===== config.mk =====
export PLATFORM = sky130hd
export DESIGN_NAME = ads1292_ctrl_top
export DESIGN_NICKNAME = d
export VERILOG_FILES = /design/src/source/ads_proto_pkg.sv /design/src/source/ads_ctrl_pkg.sv /design/src/source/tx_byte_fifo.sv /design/src/source/spi_shifter.sv /design/src/source/ads_sequencer.sv /design/src/source/ads1292_ctrl_top.sv
export SDC_FILE = /design/constraint.sdc
export NUM_CORES = 1
export LEC_CHECK = 0
export ABC_AREA = 1
export BUFFER_PORTS_ARGS = -buffer_cell sky130_fd_sc_hd__buf_2
export CAP_MARGIN = 10
export CORE_MARGIN = 2
export CORE_UTILIZATION = 30
export CTS_BUF_LIST = sky130_fd_sc_hd__clkbuf_8
export DETAILED_ROUTE_END_ITERATION = 6
export PLACE_DENSITY = 0.55
export RECOVER_POWER = 100
export SETUP_SLACK_MARGIN = 0.3
export SYNTH_ARGS = -nofsm -noshare
export SYNTH_HDL_FRONTEND = slang
export SYNTH_SLANG_ARGS = --single-unit

===== constraint.sdc =====
create_clock -name i_CLK -period 5.74 [get_ports i_CLK]
set_input_delay 1.148 -clock i_CLK [delete_from_list [all_inputs] [get_ports i_CLK]]
set_output_delay 1.148 -clock i_CLK [all_outputs]
set_load 0.02 [all_outputs]

===== src/source/ads_proto_pkg.sv =====
package ads_proto_pkg;

	// ========================================================================
	// Host control codes
	// ========================================================================
	// Codes 6 and 7 are left undefined and fall back to idle in the decoder
	typedef enum logic [2:0] {
		CTRL_IDLE   = 3'd0, // Nothing requested
		CTRL_SYSCMD = 3'd1, // System command in i_command
		CTRL_WREG   = 3'd2, // Write one register
		CTRL_RREG   = 3'd3, // Read one register
		CTRL_RDATAC = 3'd4, // Enter continuous read
		CTRL_SDATAC = 3'd5  // Leave continuous read
	} ctrl_code_e;

	// ========================================================================
	// ADS1292 command bytes
	// ========================================================================
	typedef enum logic [7:0] {
		CMD_RESET  = 8'h06, // Done on the RESET pin
		CMD_START  = 8'h08, // Done on the START pin
		CMD_STOP   = 8'h0A, // Done on the START pin
		CMD_RDATAC = 8'h10,
		CMD_SDATAC = 8'h11
	} ads_cmd_e;

	// Register access opcodes
	// First byte is {prefix, 5-bit register address}
	localparam logic [2:0] OP_RREG = 3'b001;
	localparam logic [2:0] OP_WREG = 3'b010;

	// Second byte holds register count minus one
	localparam logic [7:0] REG_COUNT_BYTE = 8'h00; // One register only

	// ========================================================================
	// Continuous read frame
	// ========================================================================
	// Status word then channel 1 then channel 2, 24 bits each
	localparam int FRAME_BYTES = 9;
	localparam int FRAME_W     = FRAME_BYTES * 8; // 72 bits

endpackage


===== src/source/ads_ctrl_pkg.sv =====
package ads_ctrl_pkg;

	// One SPI byte, used on every internal byte path
	typedef logic [7:0] byte_t;

	// ========================================================================
	// Sequencer FSM
	// ========================================================================
	typedef enum logic [3:0] {
		SEQ_IDLE,      // Waiting for a host request
		SEQ_PIN,       // START, STOP or RESET on device pins
		SEQ_SEND,      // Command or register bytes on SPI
		SEQ_WAIT_DRDY, // Continuous mode, waiting for DRDY fall
		SEQ_SETTLE,    // Data settling after DRDY fall
		SEQ_FRAME,     // Reading one 9-byte frame
		SEQ_HOLD       // CS held low after last byte
	} seq_state_e;

	// ========================================================================
	// SPI shifter FSM
	// ========================================================================
	// Mode 1 only, SCLK idles low
	typedef enum logic [1:0] {
		SH_IDLE, // No byte in flight
		SH_HIGH, // SCLK high half, MOSI just changed
		SH_LOW   // SCLK low half, MISO just sampled
	} shift_state_e;

endpackage


===== src/source/tx_byte_fifo.sv =====
`timescale 1ns/1ps

module tx_byte_fifo #(
	parameter int TX_FIFO_DEPTH = 4
) (
	input  logic                i_CLK,
	input  logic                i_RSTN,
	// Write side, from sequencer
	input  logic                i_push,
	input  ads_ctrl_pkg::byte_t i_push_byte,
	// Read side, to shifter
	output logic                o_valid,
	output ads_ctrl_pkg::byte_t o_byte,
	input  logic                i_pop,
	// One pulse per freed slot
	output logic                o_credit
);

	localparam int PTR_W = (TX_FIFO_DEPTH > 1) ? $clog2(TX_FIFO_DEPTH) : 1;
	localparam int CNT_W = $clog2(TX_FIFO_DEPTH + 1);

	ads_ctrl_pkg::byte_t r_mem [TX_FIFO_DEPTH];
	logic [PTR_W-1:0]    r_wr_ptr;
	logic [PTR_W-1:0]    r_rd_ptr;
	logic [CNT_W-1:0]    r_count; // Occupancy

	// Wraps at depth, depth need not be a power of two
	function automatic logic [PTR_W-1:0] next_ptr(input logic [PTR_W-1:0] ptr);
		return (ptr == PTR_W'(TX_FIFO_DEPTH - 1)) ? '0 : ptr + 1'b1;
	endfunction

	assign o_valid = (r_count != '0);
	assign o_byte  = r_mem[r_rd_ptr]; // Head entry

	always_ff @(posedge i_CLK) begin
		if (i_push)
			r_mem[r_wr_ptr] <= i_push_byte;
	end

	always_ff @(posedge i_CLK or negedge i_RSTN) begin
		if (!i_RSTN) begin
			r_wr_ptr <= '0;
			r_rd_ptr <= '0;
			r_count  <= '0;
			o_credit <= 1'b0;
		end else begin
			o_credit <= i_pop; // Slot freed, hand credit back
			if (i_push)
				r_wr_ptr <= next_ptr(r_wr_ptr);
			if (i_pop)
				r_rd_ptr <= next_ptr(r_rd_ptr);
			case ({i_push, i_pop})
				2'b10:   r_count <= r_count + 1'b1;
				2'b01:   r_count <= r_count - 1'b1;
				default: r_count <= r_count;
			endcase
		end
	end

endmodule


===== src/source/spi_shifter.sv =====
`timescale 1ns/1ps

module spi_shifter #(
	parameter int CLKS_PER_HALF_BIT = 64
) (
	input  logic                i_CLK,
	input  logic                i_RSTN,
	// Byte source
	input  logic                i_valid,
	input  ads_ctrl_pkg::byte_t i_byte,
	output logic                o_pop,
	// Received byte, one per sent byte
	output logic                o_rx_valid,
	output ads_ctrl_pkg::byte_t o_rx_byte,
	// SPI pins, mode 1
	output logic                o_spi_clk,
	output logic                o_spi_mosi,
	input  logic                i_spi_miso
);

	localparam int HALF_W = (CLKS_PER_HALF_BIT > 1) ? $clog2(CLKS_PER_HALF_BIT) : 1;

	ads_ctrl_pkg::shift_state_e r_state;
	logic [HALF_W-1:0]          r_half_cnt; // Cycles within half bit
	logic [2:0]                 r_bit_cnt;
	ads_ctrl_pkg::byte_t        r_tx_sr;    // Next MOSI bit at [7]
	ads_ctrl_pkg::byte_t        r_rx_sr;

	logic w_half_end;
	logic w_byte_end;

	assign w_half_end = (r_half_cnt == HALF_W'(CLKS_PER_HALF_BIT - 1));
	// Last cycle of eighth low half
	assign w_byte_end = (r_state == ads_ctrl_pkg::SH_LOW) && w_half_end && (r_bit_cnt == 3'd7);

	// Take next byte when idle or right as current byte ends
	assign o_pop      = i_valid && ((r_state == ads_ctrl_pkg::SH_IDLE) || w_byte_end);
	assign o_rx_valid = w_byte_end;
	assign o_rx_byte  = r_rx_sr;

	// ========================================================================
	// SCLK and MOSI generation
	// ========================================================================
	always_ff @(posedge i_CLK or negedge i_RSTN) begin
		if (!i_RSTN) begin
			r_state    <= ads_ctrl_pkg::SH_IDLE;
			r_half_cnt <= '0;
			r_bit_cnt  <= '0;
			o_spi_clk  <= 1'b0; // CPOL 0
			o_spi_mosi <= 1'b0;
		end else if (o_pop) begin
			// First rising edge, MSB goes out
			r_state    <= ads_ctrl_pkg::SH_HIGH;
			r_half_cnt <= '0;
			r_bit_cnt  <= '0;
			o_spi_clk  <= 1'b1;
			o_spi_mosi <= i_byte[7];
		end else begin
			case (r_state)
				ads_ctrl_pkg::SH_HIGH: begin
					r_half_cnt <= w_half_end ? '0 : r_half_cnt + 1'b1;
					if (w_half_end) begin
						o_spi_clk <= 1'b0; // Falling edge, MISO sampled below
						r_state   <= ads_ctrl_pkg::SH_LOW;
					end
				end
				ads_ctrl_pkg::SH_LOW: begin
					r_half_cnt <= w_half_end ? '0 : r_half_cnt + 1'b1;
					if (w_byte_end) begin
						r_state <= ads_ctrl_pkg::SH_IDLE; // Nothing waiting
					end else if (w_half_end) begin
						r_bit_cnt  <= r_bit_cnt + 3'd1;
						o_spi_clk  <= 1'b1; // Rising edge shifts MOSI
						o_spi_mosi <= r_tx_sr[7];
						r_state    <= ads_ctrl_pkg::SH_HIGH;
					end
				end
				default: r_half_cnt <= '0;
			endcase
		end
	end

	// Shift registers
	always_ff @(posedge i_CLK) begin
		if (o_pop)
			r_tx_sr <= {i_byte[6:0], 1'b0};
		else if ((r_state == ads_ctrl_pkg::SH_LOW) && w_half_end)
			r_tx_sr <= {r_tx_sr[6:0], 1'b0};
		if ((r_state == ads_ctrl_pkg::SH_HIGH) && w_half_end)
			r_rx_sr <= {r_rx_sr[6:0], i_spi_miso}; // MSB first
	end

endmodule


===== src/source/ads_sequencer.sv =====
`timescale 1ns/1ps

module ads_sequencer #(
	parameter int TX_FIFO_DEPTH      = 4,
	parameter int CS_HOLD_CYCLES     = 5,
	parameter int DATA_SETTLE_CYCLES = 500
) (
	input  logic                              i_CLK,
	input  logic                              i_RSTN,
	// Host side
	input  ads_proto_pkg::ctrl_code_e         i_control,
	input  ads_ctrl_pkg::byte_t               i_command,
	input  ads_ctrl_pkg::byte_t               i_reg_addr,
	input  ads_ctrl_pkg::byte_t               i_reg_data,
	output logic [ads_proto_pkg::FRAME_W-1:0] o_data_out,
	output logic                              o_frame_valid,
	output logic                              o_busy,
	// Device pins
	input  logic                              i_drdy_n,
	output logic                              o_start,
	output logic                              o_ads_reset_n,
	output logic                              o_spi_csn,
	// TX FIFO side
	output logic                              o_push,
	output ads_ctrl_pkg::byte_t               o_push_byte,
	input  logic                              i_credit,
	// Shifter side
	input  logic                              i_rx_valid,
	input  ads_ctrl_pkg::byte_t               i_rx_byte
);

	// One counter serves pin pulse, settle wait and CS hold
	localparam int CNT_MAX = (DATA_SETTLE_CYCLES > CS_HOLD_CYCLES) ?
		DATA_SETTLE_CYCLES : CS_HOLD_CYCLES;
	localparam int CNT_W   = $clog2(CNT_MAX + 1);
	localparam int CRED_W  = $clog2(TX_FIFO_DEPTH + 1);

	ads_ctrl_pkg::seq_state_e  r_state;
	ads_proto_pkg::ctrl_code_e r_req;     // Request being served
	ads_ctrl_pkg::byte_t       r_cmd;     // Single command byte to send
	logic [4:0]                r_addr;    // Register address
	ads_ctrl_pkg::byte_t       r_data;    // Register write data
	logic [CNT_W-1:0]          r_cnt;
	logic [CRED_W-1:0]         r_credits; // Free FIFO slots
	logic [3:0]                r_len;     // Bytes in this transfer
	logic [3:0]                r_tx_idx;  // Bytes pushed so far
	logic [3:0]                r_rx_cnt;  // Bytes received so far
	logic [2:0]                r_drdy_sr; // Sync plus previous sample

	logic w_drdy_fall;
	logic w_pin_cmd;
	logic w_sending;
	logic w_last_rx;

	assign w_drdy_fall = r_drdy_sr[2] & ~r_drdy_sr[1];
	assign w_pin_cmd   = (i_command == ads_proto_pkg::CMD_START) ||
		(i_command == ads_proto_pkg::CMD_STOP) ||
		(i_command == ads_proto_pkg::CMD_RESET);
	assign w_sending   = (r_state == ads_ctrl_pkg::SEQ_SEND) ||
		(r_state == ads_ctrl_pkg::SEQ_FRAME);
	assign w_last_rx   = w_sending && i_rx_valid && (r_rx_cnt == r_len - 4'd1);

	// Push only with a credit in hand
	assign o_push = w_sending && (r_tx_idx != r_len) && (r_credits != '0);

	// Byte chosen by request and position
	always_comb begin
		o_push_byte = r_cmd;
		if (r_state == ads_ctrl_pkg::SEQ_FRAME) begin
			o_push_byte = 8'h00; // Dummy byte clocks frame data out
		end else if ((r_req == ads_proto_pkg::CTRL_WREG) ||
			(r_req == ads_proto_pkg::CTRL_RREG)) begin
			case (r_tx_idx)
				4'd0: o_push_byte = {(r_req == ads_proto_pkg::CTRL_WREG) ?
					ads_proto_pkg::OP_WREG : ads_proto_pkg::OP_RREG, r_addr};
				4'd1: o_push_byte = ads_proto_pkg::REG_COUNT_BYTE;
				default: o_push_byte = (r_req == ads_proto_pkg::CTRL_WREG) ? r_data : 8'h00;
			endcase
		end
	end

	// ========================================================================
	// Control FSM
	// ========================================================================
	always_ff @(posedge i_CLK or negedge i_RSTN) begin
		if (!i_RSTN) begin
			r_state       <= ads_ctrl_pkg::SEQ_IDLE;
			r_req         <= ads_proto_pkg::CTRL_IDLE;
			r_cnt         <= '0;
			r_credits     <= CRED_W'(TX_FIFO_DEPTH);
			r_len         <= '0;
			r_tx_idx      <= '0;
			r_rx_cnt      <= '0;
			r_drdy_sr     <= 3'b111; // DRDY idles high
			o_busy        <= 1'b0;
			o_frame_valid <= 1'b0;
			o_start       <= 1'b0;
			o_ads_reset_n <= 1'b1;
			o_spi_csn     <= 1'b1;
		end else begin
			r_drdy_sr     <= {r_drdy_sr[1:0], i_drdy_n};
			o_frame_valid <= 1'b0;

			case ({o_push, i_credit})
				2'b10:   r_credits <= r_credits - 1'b1;
				2'b01:   r_credits <= r_credits + 1'b1;
				default: r_credits <= r_credits; // Both or neither
			endcase
			if (o_push)
				r_tx_idx <= r_tx_idx + 4'd1;
			if (w_sending && i_rx_valid)
				r_rx_cnt <= r_rx_cnt + 4'd1;

			case (r_state)
				ads_ctrl_pkg::SEQ_IDLE: begin
					r_req    <= i_control;
					r_cnt    <= '0;
					r_tx_idx <= '0;
					r_rx_cnt <= '0;
					case (i_control)
						ads_proto_pkg::CTRL_SYSCMD: begin
							o_busy <= 1'b1;
							if (w_pin_cmd) begin
								r_state <= ads_ctrl_pkg::SEQ_PIN; // No SPI at all
								if (i_command == ads_proto_pkg::CMD_START)
									o_start <= 1'b1;
								else if (i_command == ads_proto_pkg::CMD_STOP)
									o_start <= 1'b0;
								else
									o_ads_reset_n <= 1'b0;
							end else begin
								o_spi_csn <= 1'b0;
								r_len     <= 4'd1;
								r_state   <= ads_ctrl_pkg::SEQ_SEND;
							end
						end
						ads_proto_pkg::CTRL_WREG,
						ads_proto_pkg::CTRL_RREG: begin
							o_busy    <= 1'b1;
							o_spi_csn <= 1'b0;
							r_len     <= 4'd3; // Opcode, count, data
							r_state   <= ads_ctrl_pkg::SEQ_SEND;
						end
						ads_proto_pkg::CTRL_RDATAC: begin
							o_busy    <= 1'b1;
							o_spi_csn <= 1'b0;
							o_start   <= 1'b1; // Conversions run from here on
							r_len     <= 4'd1;
							r_state   <= ads_ctrl_pkg::SEQ_SEND;
						end
						default: r_state <= ads_ctrl_pkg::SEQ_IDLE; // SDATAC ignored here
					endcase
				end
				ads_ctrl_pkg::SEQ_PIN: begin
					r_cnt <= r_cnt + 1'b1;
					if (r_cnt == CNT_W'(1)) begin // Second cycle
						o_busy        <= 1'b0;
						o_ads_reset_n <= 1'b1;
						r_state       <= ads_ctrl_pkg::SEQ_IDLE;
					end
				end
				ads_ctrl_pkg::SEQ_SEND: begin
					r_cnt <= '0;
					if (w_last_rx)
						r_state <= (r_req == ads_proto_pkg::CTRL_RDATAC) ?
							ads_ctrl_pkg::SEQ_WAIT_DRDY : ads_ctrl_pkg::SEQ_HOLD;
				end
				ads_ctrl_pkg::SEQ_WAIT_DRDY: begin
					r_cnt    <= '0;
					r_tx_idx <= '0;
					r_rx_cnt <= '0;
					if (i_control == ads_proto_pkg::CTRL_SDATAC) begin
						r_req   <= ads_proto_pkg::CTRL_SDATAC;
						o_start <= 1'b0;
						r_len   <= 4'd1;
						r_state <= ads_ctrl_pkg::SEQ_SEND;
					end else if (w_drdy_fall) begin
						r_len   <= 4'(ads_proto_pkg::FRAME_BYTES);
						r_state <= ads_ctrl_pkg::SEQ_SETTLE;
					end
				end
				ads_ctrl_pkg::SEQ_SETTLE: begin
					r_cnt <= r_cnt + 1'b1;
					if (r_cnt == CNT_W'(DATA_SETTLE_CYCLES - 1))
						r_state <= ads_ctrl_pkg::SEQ_FRAME;
				end
				ads_ctrl_pkg::SEQ_FRAME: begin
					if (w_last_rx) begin
						o_frame_valid <= 1'b1; // Same edge as last shift
						r_state       <= ads_ctrl_pkg::SEQ_WAIT_DRDY;
					end
				end
				ads_ctrl_pkg::SEQ_HOLD: begin
					// Hold state lasts CS_HOLD_CYCLES cycles
					r_cnt <= r_cnt + 1'b1;
					if (r_cnt == CNT_W'(CS_HOLD_CYCLES - 1)) begin
						o_busy    <= 1'b0;
						o_spi_csn <= 1'b1;
						r_state   <= ads_ctrl_pkg::SEQ_IDLE;
					end
				end
				default: r_state <= ads_ctrl_pkg::SEQ_IDLE;
			endcase
		end
	end

	// Request payload and received data
	always_ff @(posedge i_CLK) begin
		if (r_state == ads_ctrl_pkg::SEQ_IDLE) begin
			r_cmd  <= (i_control == ads_proto_pkg::CTRL_RDATAC) ?
				ads_proto_pkg::CMD_RDATAC : i_command;
			r_addr <= i_reg_addr[4:0];
			r_data <= i_reg_data;
		end else if (r_state == ads_ctrl_pkg::SEQ_WAIT_DRDY) begin
			r_cmd <= ads_proto_pkg::CMD_SDATAC; // Only command allowed next
		end
		if (i_rx_valid) begin
			if (r_state == ads_ctrl_pkg::SEQ_FRAME)
				o_data_out <= {o_data_out[ads_proto_pkg::FRAME_W-9:0], i_rx_byte}; // MSB first
			else if ((r_state == ads_ctrl_pkg::SEQ_SEND) &&
				(r_req == ads_proto_pkg::CTRL_RREG) && (r_rx_cnt == 4'd2))
				o_data_out[7:0] <= i_rx_byte; // Register value on third byte
		end
	end

endmodule


===== src/source/ads1292_ctrl_top.sv =====
`timescale 1ns/1ps

module ads1292_ctrl_top #(
	parameter int CLKS_PER_HALF_BIT  = 64,  // SCLK half period in clocks
	parameter int TX_FIFO_DEPTH      = 4,
	parameter int CS_HOLD_CYCLES     = 5,   // CS low after last byte
	parameter int DATA_SETTLE_CYCLES = 500  // Wait after DRDY fall
) (
	input  logic                              i_CLK,
	input  logic                              i_RSTN,
	// Host requests
	input  ads_proto_pkg::ctrl_code_e         i_control,
	input  ads_ctrl_pkg::byte_t               i_command,
	input  ads_ctrl_pkg::byte_t               i_reg_addr,
	input  ads_ctrl_pkg::byte_t               i_reg_data,
	output logic [ads_proto_pkg::FRAME_W-1:0] o_data_out,
	output logic                              o_frame_valid,
	output logic                              o_busy,
	// SPI pins
	output logic                              o_spi_clk,
	output logic                              o_spi_mosi,
	input  logic                              i_spi_miso,
	output logic                              o_spi_csn,
	// ADS1292 control pins
	input  logic                              i_drdy_n,
	output logic                              o_start,
	output logic                              o_ads_reset_n
);

	// Sequencer to FIFO
	logic                w_push;
	ads_ctrl_pkg::byte_t w_push_byte;
	logic                w_credit;
	// FIFO to shifter
	logic                w_fifo_valid;
	ads_ctrl_pkg::byte_t w_fifo_byte;
	logic                w_pop;
	// Shifter back to sequencer
	logic                w_rx_valid;
	ads_ctrl_pkg::byte_t w_rx_byte;

	ads_sequencer #(
		.TX_FIFO_DEPTH      (TX_FIFO_DEPTH),
		.CS_HOLD_CYCLES     (CS_HOLD_CYCLES),
		.DATA_SETTLE_CYCLES (DATA_SETTLE_CYCLES)
	) u_sequencer (
		.i_CLK         (i_CLK),
		.i_RSTN        (i_RSTN),
		.i_control     (i_control),
		.i_command     (i_command),
		.i_reg_addr    (i_reg_addr),
		.i_reg_data    (i_reg_data),
		.o_data_out    (o_data_out),
		.o_frame_valid (o_frame_valid),
		.o_busy        (o_busy),
		.i_drdy_n      (i_drdy_n),
		.o_start       (o_start),
		.o_ads_reset_n (o_ads_reset_n),
		.o_spi_csn     (o_spi_csn),
		.o_push        (w_push),
		.o_push_byte   (w_push_byte),
		.i_credit      (w_credit),
		.i_rx_valid    (w_rx_valid),
		.i_rx_byte     (w_rx_byte)
	);

	tx_byte_fifo #(
		.TX_FIFO_DEPTH (TX_FIFO_DEPTH)
	) u_tx_fifo (
		.i_CLK       (i_CLK),
		.i_RSTN      (i_RSTN),
		.i_push      (w_push),
		.i_push_byte (w_push_byte),
		.o_valid     (w_fifo_valid),
		.o_byte      (w_fifo_byte),
		.i_pop       (w_pop),
		.o_credit    (w_credit)
	);

	spi_shifter #(
		.CLKS_PER_HALF_BIT (CLKS_PER_HALF_BIT)
	) u_shifter (
		.i_CLK      (i_CLK),
		.i_RSTN     (i_RSTN),
		.i_valid    (w_fifo_valid),
		.i_byte     (w_fifo_byte),
		.o_pop      (w_pop),
		.o_rx_valid (w_rx_valid),
		.o_rx_byte  (w_rx_byte),
		.o_spi_clk  (o_spi_clk),
		.o_spi_mosi (o_spi_mosi),
		.i_spi_miso (i_spi_miso)
	);

endmodule


==> reports/qor.yml, run 1 <==
run_status:
  outcome: "complete, but fails checks"
  violations: "capacitance limit, slew limit"
global_route:
  grt_pass1_vias: 5129
  met1_usage_pct: 13.9
  antenna_found_initial: 0
  grt.busiest_layer: "met2"
  track_usage_pct: 11.2
  gr-usage-met2_pct: 19.3
  grt-ovfl-total: 0
  gr-usage-met3_pct: 2.50
  grt_max_degree: 65
  grt_pass1_wl_um: 25400
timing:
  hold_violations: 0
  slew_violations: 81
  tns_ns: 0
  period_share_pct: 68.9
  fmax_ghz: 0.253
  rsz0062_at_grt: "no"
  max_slew.worst_pin.slew_ns: 3.22
  finalCriticalPeriod_ns: 3.95
  fin_skew_ns: 0.0210
  slew_headroom_pct: -115
  setup_viol: 0
detailed_routing:
  drc: 0
  first_pass_iters: 4
  wl_um: 15900
  viasPerCell: 4.42
  routedWlPerCell_um: 13.4
  drt_iter0_markers: 233
  vias: 5241
  ant_nets: 0
synthesis:
  synth_cells: 715
  ys_async_sr_fraction_pct: 29.3
  yosysTopAreaCell: "edfxtp_1"
  synth_top_area_share_pct: 51.0
  synth_commonest_cells: "edfxtp_1, nand2_1, nor2_1"
  synth_area_leaders: "edfxtp_1, dfrtp_1, nand2_1"
  avgSynthCellArea_um2: 11.5
  synth-main-ff-cell: "edfxtp_1"
  yosysSeqAreaShare_pct: 68.7
  synth.yosys.warnings: 0
  syn_nets: 770
  synth_edf_count: 140
  synth_most_common_cell: "edfxtp_1"
  syn_area_um2: 8240
  synth_cell_types: 41
  synth-seq-cells: 198
critical_path:
  r2r_slack_ns: 1.79
  start_kind: "register"
  crit_type: "register to register"
  timing.rr.end: "u_sequencer.r_cmd[4]"
  crit_required_ns: 5.98
  end_kind: "register"
  r2r.worst_path.cells: 5
  crit_arrival_ns: 4.19
  r2r_start: "u_sequencer.r_state[2]"
  worst-path-max-fanout: 21
cts:
  cts_tree: "yes"
  cts_setup_buffers: 0
  ctsResizeCount: 0
  clk_latency_ns: 0.47
  clkTransAtPathRegs_ns: 0.12
  cts_root_buffer: "clkbuf_8"
  clockBufferDepth: 2
  cts_sinks: 198
  cts_made_buffers: 17
  cts-hold-fix-buffers: 0
  htreeDepth: 4
die:
  ios: 110
  start_util_pct: 30.6
  design.die.area_um2: 28800
  row_count: 60
  die_w_um: 170
  die_h_um: 170
  core-area_um2: 27000
place:
  portBuffers: 106
  dpl.hpwl_um: 11200
  place_congestion: 0.796
  dp.cells: 1155
cells_and_area:
  multi_input_area_um2: 2150
  instances_no_fill: 1187
  post-route-util_pct: 35.0
  regArea_um2: 5660
  syn_to_final_growth_pct: 14.3
  finalNetCount: 888
  antenna_cells: 0
  fill_cells: 2687
  drive_gt1_share_pct: 9.22
power_and_ir_drop:
  p_leak_nw: 3.66
  power_density_nw_per_um2: 344
  ir_drop_uv: 183
run:
  maxCapViolCount: 2
min_path:
  hold_path_end: "u_sequencer.r_drdy_sr[1]"
  hp-class: "register to register"
  hold-path-cell-count: 0
  min_from: "u_sequencer.r_drdy_sr[0]"
==> critical path, cell delays in order, from the launching register on <==
cell	delay [ns]
dfrtp_1	0.49
nor3_1	2.01
clkinv_1	0.57
nor2_1	0.28
inv_1	0.15
or2_1	0.23
==> flip-flops by register name, summed over array words and instances (netlist names), 3 cells and up <==
name and cells:
u_shifter.r_half_cnt 6, u_sequencer.r_tx_idx 4, u_sequencer.r_req 3, u_sequencer.r_credits 3
u_sequencer.r_drdy_sr 3, u_sequencer.o_data_out 72, u_sequencer.r_cmd 8, u_tx_fifo.r_count 3
u_sequencer.r_addr 5, u_shifter.r_bit_cnt 3, u_sequencer.r_data 8, u_sequencer.r_state 3
u_sequencer.r_cnt 9, u_shifter.o_rx_byte 8, u_sequencer.r_len 3, u_shifter.r_tx_sr 7
u_tx_fifo.r_mem 32, u_sequencer.r_rx_cnt 4
==> final cells by class <==
type / count / area share, %
repair buffers: 108 / 4.69
clock buffers: 17 / 2.48
flip-flops and latches: 198 / 60.1
well taps: 341 / 4.53
inverters: 86 / 3.44
clock inverters: 15 / 1.93
multi-input cells: 422 / 22.8
==> where the power goes <==
part	switching, mW	internal [mW]	leakage, nW
Sequential	0.0584	1.71	2.02
Clock	0.549	0.371	0.206
Combinational	0.397	0.150	1.43
==> metal layers <==
metal,up-vias,share of wire (%)
met5,-,0
met4,0,1.1
met3,13,3.7
met2,80,49
met1,2483,46
li1,2665,-
==> layout by cell type (no fill, tap or decap), drive strengths merged, types with 27 or more instances in the layout <==
cell      n
edfxtp  140
nand3    44
nor2     84
dfrtp    52
clkbuf   98
inv      90
o21ai    50
nand2   140
buf      27
a21oi    29
==> per-stage QoR <==
step	hold WS, ns	setup WS, ns	cell area, µm²	total power [mW]
detailed placement	0.350	2.59	9160	2.38
global route	0.370	1.23	9420	3.43
finish	0.365	1.79	9420	3.24
CTS	0.368	2.58	9580	3.31
global placement	0.350	2.63	9160	2.38
floorplan	0.345	1.61	8240	2.22
==> worst max path at each step <==
stage                                  from                    endpoint  slack, ns  cells after the start
finish               u_sequencer.r_state[2]        u_sequencer.r_cmd[4]       1.79                      5
global route         u_sequencer.r_state[2]        u_sequencer.r_cmd[4]       1.23                      5
CTS                 u_shifter.r_half_cnt[0]        u_tx_fifo.r_count[2]       2.58                     11
detailed placement  u_shifter.r_half_cnt[0]        u_tx_fifo.r_count[2]       2.59                     11
global placement    u_shifter.r_half_cnt[0]        u_tx_fifo.r_count[2]       2.63                     11
floorplan            u_sequencer.r_state[1]  u_sequencer.o_data_out[10]       1.61                      6
==> logic make-up (layout without fill, tap and decap cells) <==
family / count (synthesis) / count (layout) / synth area share (%)
AO/OA/AOI/OAI: 97 / 97 / 6.33
XOR/XNOR: 9 / 9 / 0.956
adder cells (fa/ha/maj): 24 / 24 / 3.83
buffers and inverters: 95 / 226 / 4.69
AND/OR/NAND/NOR: 291 / 291 / 15.3
flip-flops: 198 / 198 / 68.7
multiplexers: 1 / 1 / 0.137
(Power assumes the default switching activity.)
==> inputs of run 2 (changes only) <==
ABC_AREA = 0   (was 1)
clock period = 3.85 ns   (was 5.74 ns; I/O delays follow)
==> reports/qor.yml, run 2 <==
run_status:
  outcome: "complete, but fails checks"
  violations: "capacitance limit, slew limit"
die:
  row_count: 61  # +1.7%
  ios: 110  # unchanged
  design.die.area_um2: 29100  # +1.1%
  die_w_um: 171  # +0.57%
  die_h_um: 171  # +0.57%
  start_util_pct: 30.3  # -0.32 points
  core-area_um2: 27600  # +2.2%
detailed_routing:
  first_pass_iters: 4  # unchanged
  wl_met2_um: 7760  # -0.23%
  vias: 4969  # -5.2%
  drt-met1-wl_um: 7650  # +4.3%
  viasPerCell: 4.52  # +2.4%
  met3WireLength_um: 482  # -17%
  wl_um: 16100  # +1.1%
  drt_iter0_markers: 296  # +27%
  ant_nets: 0  # unchanged
  routedWlPerCell_um: 14.6  # +9.2%
  drc: 0  # unchanged
  top_layer: "met4"
cells_and_area:
  final_cell_mix: "edfxtp_1, clkbuf_1, dfrtp_1"
  instances_no_fill: 1099  # -7.4%
  finalNetCount: 763  # -14%
  antenna_cells: 0  # unchanged
  largest_reg_flops: 72  # unchanged
  fin_area_um2: 9550  # +1.4%
  max_flop_register: "u_sequencer.o_data_out"
  reg_top3: "u_sequencer.o_data_out x72, u_tx_fifo.r_mem x32, u_sequencer.r_cnt x9"
  syn_to_final_growth_pct: 14.5
  drive_gt1_share_pct: 13.3  # +4.1 points
  final_common_cell: "edfxtp_1"
cts:
  cts_made_buffers: 17  # unchanged
  cts-hold-fix-buffers: 0  # unchanged
  cts_sinks: 198  # unchanged
  ctsResizeCount: 0  # unchanged
  cts_setup_buffers: 0  # unchanged
  cts_tree: "yes"
  clockBufferDepth: 2  # unchanged
  htreeDepth: 4  # unchanged
  cts_root_buffer: "clkbuf_8"
  clkTransAtPathRegs_ns: 0.11  # about the same
  clk_latency_ns: 0.46  # about the same
synthesis:
  synth_commonest_cells: "edfxtp_1, dfrtp_1, nand2_1"
  syn_area_um2: 8340  # +1.2%
  avgSynthCellArea_um2: 13.9  # +21%
  synth-seq-cells: 198  # unchanged
  synth_area_leaders: "edfxtp_1, dfrtp_1, ha_1"
  synth_edf_count: 140  # unchanged
  syn_nets: 653  # -15%
  synth_most_common_cell: "edfxtp_1"
  ys_async_sr_fraction_pct: 29.3  # unchanged
  synth_cells: 598  # -16%
  yosysSeqAreaShare_pct: 67.9  # -0.79 points
  synth-main-ff-cell: "edfxtp_1"
  yosysTopAreaCell: "edfxtp_1"
  synth_cell_types: 64  # +56%
  synth.yosys.warnings: 0  # unchanged
  synth_top_area_share_pct: 50.4  # -0.59 points
critical_path:
  crit_required_ns: 4.18  # -1.80 ns
  start_kind: "register"
  crit_start: "u_sequencer.r_state[2]"
  worst-path-max-fanout: 16  # -24%
  cp-endpoint: "u_sequencer.r_credits[1]"
  crit_type: "register to register"
  timing.rr.end: "u_sequencer.r_credits[1]"
  end_kind: "register"
  crit_arrival_ns: 3.54  # -0.65 ns
  r2r_start: "u_sequencer.r_state[2]"
  r2r.worst_path.cells: 9  # +4
  r2r_slack_ns: 0.64  # -1.14 ns
global_route:
  grt_pass1_wl_um: 26000  # +2.4%
  track_usage_pct: 11.3  # +0.16 points
  grt_pass1_vias: 4944  # -3.6%
  grt_max_degree: 65  # unchanged
  grt-ovfl-total: 0  # unchanged
  antenna_found_initial: 0  # unchanged
place:
  dp_slack_ns: 0.947  # -1.64 ns
  place_area_um2: 9320  # +1.7%
  dpl.hpwl_um: 11000  # -2.3%
  place_congestion: 0.759  # -4.7%
  dp.cells: 1067  # -7.6%
  portBuffers: 106  # unchanged
power_and_ir_drop:
  ir_drop_uv: 273  # +49%
  total_power_mw: 4.96  # +53%
  p_leak_nw: 3.32  # -9.2%
  power_density_nw_per_um2: 519  # +51%
timing:
  rsz0062_at_grt: "no"
  slew_headroom_pct: -17.8  # +97 points
  hold_violations: 0  # unchanged
  fin_skew_ns: 0.0193  # -0.00175 ns
  tns_ns: 0  # unchanged
  slew_violations: 33  # -59%
  period_share_pct: 83.3  # +14 points
  setup_viol: 0  # unchanged
  layout_setup_ws_ns: 0.644  # -1.14 ns
  finalCriticalPeriod_ns: 3.21  # -0.747 ns
  fmax_ghz: 0.312  # +23%
  max_slew.worst_pin.slew_ns: 1.77  # -1.45 ns
run:
  maxCapViolCount: 1  # -1
min_path:
  hp-class: "register to register"
## run 2: cells by family after synthesis
logic type               share of synthesized area [%]
AO/OA/AOI/OAI                                     7.77
XOR/XNOR                                          2.42
adder cells (fa/ha/maj)                           3.78
buffers and inverters                             2.39
flip-flops                                        67.9
multiplexers                                      4.11
AND/OR/NAND/NOR                                   11.6
## run 2: cell type report
| class | instances | area (µm²) |
|---|---|---|
| sequential | 198 | 5660 |
| timing repair buffer | 116 | 480 |
| fill | 2752 | 18000 |
| clock inverter | 15 | 151 |
| inverter | 24 | 90.1 |
| clock buffer | 17 | 234 |
| multi-input combinational | 351 | 2460 |
| tap | 378 | 473 |
## run 2: per-stage QoR
| step | util, % | hold slack, ns |
|---|---|---|
| finish | 34.7 | 0.363 |
| global route | 34.7 | 0.353 |
| floorplan | - | 0.345 |
| global placement | 33.8 | 0.347 |
| detailed placement | 33.8 | 0.347 |
| CTS | 35.2 | 0.361 |
## run 2: worst min-delay path by stage
stage	from	end	slack, ns	depth (start not counted)
2_1_floorplan	u_sequencer.r_drdy_sr[0]	u_sequencer.r_drdy_sr[1]	0.35	0
3_3_place_gp	u_sequencer.r_drdy_sr[0]	u_sequencer.r_drdy_sr[1]	0.35	0
3_5_place_dp	u_sequencer.r_drdy_sr[0]	u_sequencer.r_drdy_sr[1]	0.35	0
4_1_cts	i_RSTN	u_sequencer.r_cnt[6]	0.36	1
5_1_grt	i_drdy_n	u_sequencer.r_drdy_sr[0]	0.35	1
6_report	u_sequencer.r_drdy_sr[0]	u_sequencer.r_drdy_sr[1]	0.36	0
## run 2: metal layers
metal / vias to the layer above / global-route usage [%]
li1: 2427 / -
met1: 2462 / 15.2
met2: 73 / 18.4
met3: 7 / 2.31
met4: 0 / 3.57
met5: - / 0
## run 2: report_power, final
group / switching, mW / total [mW] / internal [mW]
combinational: 0.642 / 0.981 / 0.339
sequential: 0.126 / 2.68 / 2.55
clock: 0.774 / 1.30 / 0.530
total: 1.54 / 4.96 / 3.42
## run 2: critical path: stages, from the launching register on
cell	delay, ns
dfrtp_1	0.69
and3b_1	0.48
nor2_1	0.19
nor3_1	0.23
clkbuf_1	0.39
inv_1	0.13
ha_1	0.24
inv_1	0.07
fa_1	0.40
mux2_2	0.27
==> inputs of run 3 (changes only) <==
PLACE_DENSITY = 0.57   (was 0.55)
clock period = 2.8 ns   (was 3.85 ns; I/O delays follow)
==> reports/qor.yml, run 3 (synthesis gave the netlist of run 2 again) <==
power_and_ir_drop:
  p_sw_share_pct: 31.4  # +0.26 points
  power_frac_comb_pct: 20.3  # +0.5 points
  p_int_mw: 4.74  # +39%
  power_density_nw_per_um2: 715  # +38%
  seqPwrFrac_pct: 52.9  # -1.0 points
  clock_power_share_pct: 26.8  # +0.5 points
  p_leak_nw: 3.37  # +1.4%
  ir_drop_uv: 420  # +54%
  p_sw_mw: 2.16  # +40%
cells_and_area:
  final_common_cell: "edfxtp_1"
  antenna_cells: 0  # unchanged
  reg_top3: "u_sequencer.o_data_out x72, u_tx_fifo.r_mem x32, u_sequencer.r_cnt x9"
  syn_to_final_growth_pct: 15.8
  max_flop_register: "u_sequencer.o_data_out"
  fill_cells: 2726  # -0.94%
  drive_gt1_share_pct: 15.0  # +1.7 points
  final_cell_mix: "edfxtp_1, clkbuf_1, dfrtp_1"
  largest_reg_flops: 72  # unchanged
  finalNetCount: 770  # +0.92%
  instances_no_fill: 1106  # +0.64%
critical_path:
  cp_common_cell: "inv_1"
  worstPathCellList: "nor3b_1 -> nor2_1 -> nor3_1 -> inv_1 -> ha_1 -> inv_1 -> fa_1 -> mux2_2"
  critPathSlowestCell: "nor3b_1"
  crit_arrival_ns: 2.79  # -0.75 ns
  max_stage_delay_ns: 0.49  # -0.20 ns
  crit_type: "register to register"
  worst-path-buf-inv: 2  # -1
  crit_required_ns: 3.13  # -1.05 ns
  worst-path-max-fanout: 4  # -12
  end_kind: "register"
  start_kind: "register"
  cp_top_family: "simple AND/OR/NAND/NOR gates"
global_route:
  grt_max_degree: 65  # unchanged
  antenna_found_initial: 0  # unchanged
  grt-ovfl-total: 0  # unchanged
  track_usage_pct: 11.3  # -0.055 points
  grt_pass1_vias: 4849  # -1.9%
  grt_pass1_wl_um: 25700  # -1.2%
place:
  portBuffers: 106  # unchanged
  place_congestion: 0.750  # -1.1%
  dp_slack_ns: 0.405  # -0.542 ns
  dpl.hpwl_um: 11100  # +1.0%
  dp.cells: 1072  # +0.47%
timing:
  period_share_pct: 87.8  # +4.5 points
  tns_ns: 0  # unchanged
  finalCriticalPeriod_ns: 2.46  # -0.748 ns
  slew_headroom_pct: 6.80  # +25 points
  setup_viol: 0  # unchanged
  rsz0062_at_grt: "yes"
  slew_violations: 0  # -100%
  layout_setup_ws_ns: 0.342  # -0.302 ns
  max_slew.worst_pin.slew_ns: 1.40  # -0.368 ns
  fmax_ghz: 0.407  # +30%
  hold_violations: 0  # unchanged
  fin_skew_ns: 0.0252  # +0.00598 ns
cts:
  clockBufferDepth: 2  # unchanged
  htreeDepth: 4  # unchanged
  cts_made_buffers: 17  # unchanged
  cts_tree: "yes"
  cts_sinks: 198  # unchanged
  clkTransAtPathRegs_ns: 0.10  # about the same
  clk_latency_ns: 0.46  # about the same
  cts-hold-fix-buffers: 0  # unchanged
  cts_root_buffer: "clkbuf_8"
run_status:
  outcome: "completed"
die:
  core-area_um2: 27600  # unchanged
  design.die.area_um2: 29100  # unchanged
  ios: 110  # unchanged
  die_h_um: 171  # unchanged
  row_count: 61  # unchanged
  start_util_pct: 30.3  # unchanged
  die_w_um: 171  # unchanged
detailed_routing:
  drt_iter0_markers: 311  # +5.1%
  first_pass_iters: 4  # unchanged
  vias: 5015  # +0.93%
  routedWlPerCell_um: 14.7  # +0.64%
  wl_um: 16300  # +1.3%
  ant_nets: 0  # unchanged
  drc: 0  # unchanged
  viasPerCell: 4.53  # +0.29%
min_path:
  hp-class: "primary input to register"
run:
  maxCapViolCount: 0  # -1
==> run 3: cell count changes in the layout (fill, tap and decap cells not counted), sizes merged <==
cell      previous run  this run
inv                 30        33
clkinv               5         4
clkinvlp             3         1
clkbuf             105       104
buf                 28        36
==> run 3: repair_timing <==
action | CTS | global route
endpoints found under the setup margin | 0 | 10
gates resized for setup | 0 | 8
buffers inserted | 0 | 2
==> run 3: area by class of cell <==
cell class,count,area (µm²),share of cell area [%]
Clock buffer,17,234,2.42
Clock inverter,15,160,1.66
Inverter,24,90.1,0.933
Multi-Input combinational cell,351,2490,25.8
Sequential cell,198,5660,58.7
Tap cell,378,473,4.90
Timing Repair Buffer,123,538,5.57
==> run 3: worst paths after layout <==
kind | endpoint | cells past startpoint | slack [ns] | startpoint
worst max-delay path | u_sequencer.r_credits[1] | 8 | 0.34 | u_sequencer.r_state[2]
worst min-delay path | u_sequencer.r_drdy_sr[0] | 1 | 0.20 | i_drdy_n
worst max register to register | u_sequencer.r_credits[1] | 8 | 0.34 | u_sequencer.r_state[2]
worst min register to register | u_sequencer.r_drdy_sr[1] | 0 | 0.36 | u_sequencer.r_drdy_sr[0]
max in group asynchronous | u_tx_fifo.r_count[0] | 2 | 0.85 | i_RSTN
min in group asynchronous | u_sequencer.r_cnt[2] | 1 | 0.40 | i_RSTN
==> run 3: routing by layer <==
| layer | vias to the layer above | wire length [µm] | track usage, % |
|---|---|---|---|
| met2 | 83 | 8130 | 19.0 |
| met5 | - | 0 | 0 |
| li1 | 2451 | - | - |
| met3 | 5 | 555 | 2.75 |
| met1 | 2476 | 7470 | 14.6 |
| met4 | 0 | 97 | 2.90 |
==> run 3: metrics by stage <==
stage / util, % / area [µm²] / hold slack [ns] / total power [mW]
after floorplan: - / 8380 / 0.264 / 4.71
final: 35.0 / 9650 / 0.197 / 6.90
after global routing: 35.0 / 9650 / 0.149 / 7.30
after CTS: 35.5 / 9790 / 0.0845 / 7.04
after global placement: 34.1 / 9400 / 0.346 / 5.15
after detailed placement: 34.1 / 9400 / 0.352 / 5.17
==> run 3: power groups by stage <==
stage | clock network, mW | registers (mW) | logic [mW]
detailed placement | 0 | 3.72 | 1.46
global placement | 0 | 3.71 | 1.44
floorplan | 0 | 3.70 | 1.02
global route | 2.04 | 3.68 | 1.58
CTS | 1.93 | 3.65 | 1.46
finish | 1.85 | 3.65 | 1.40
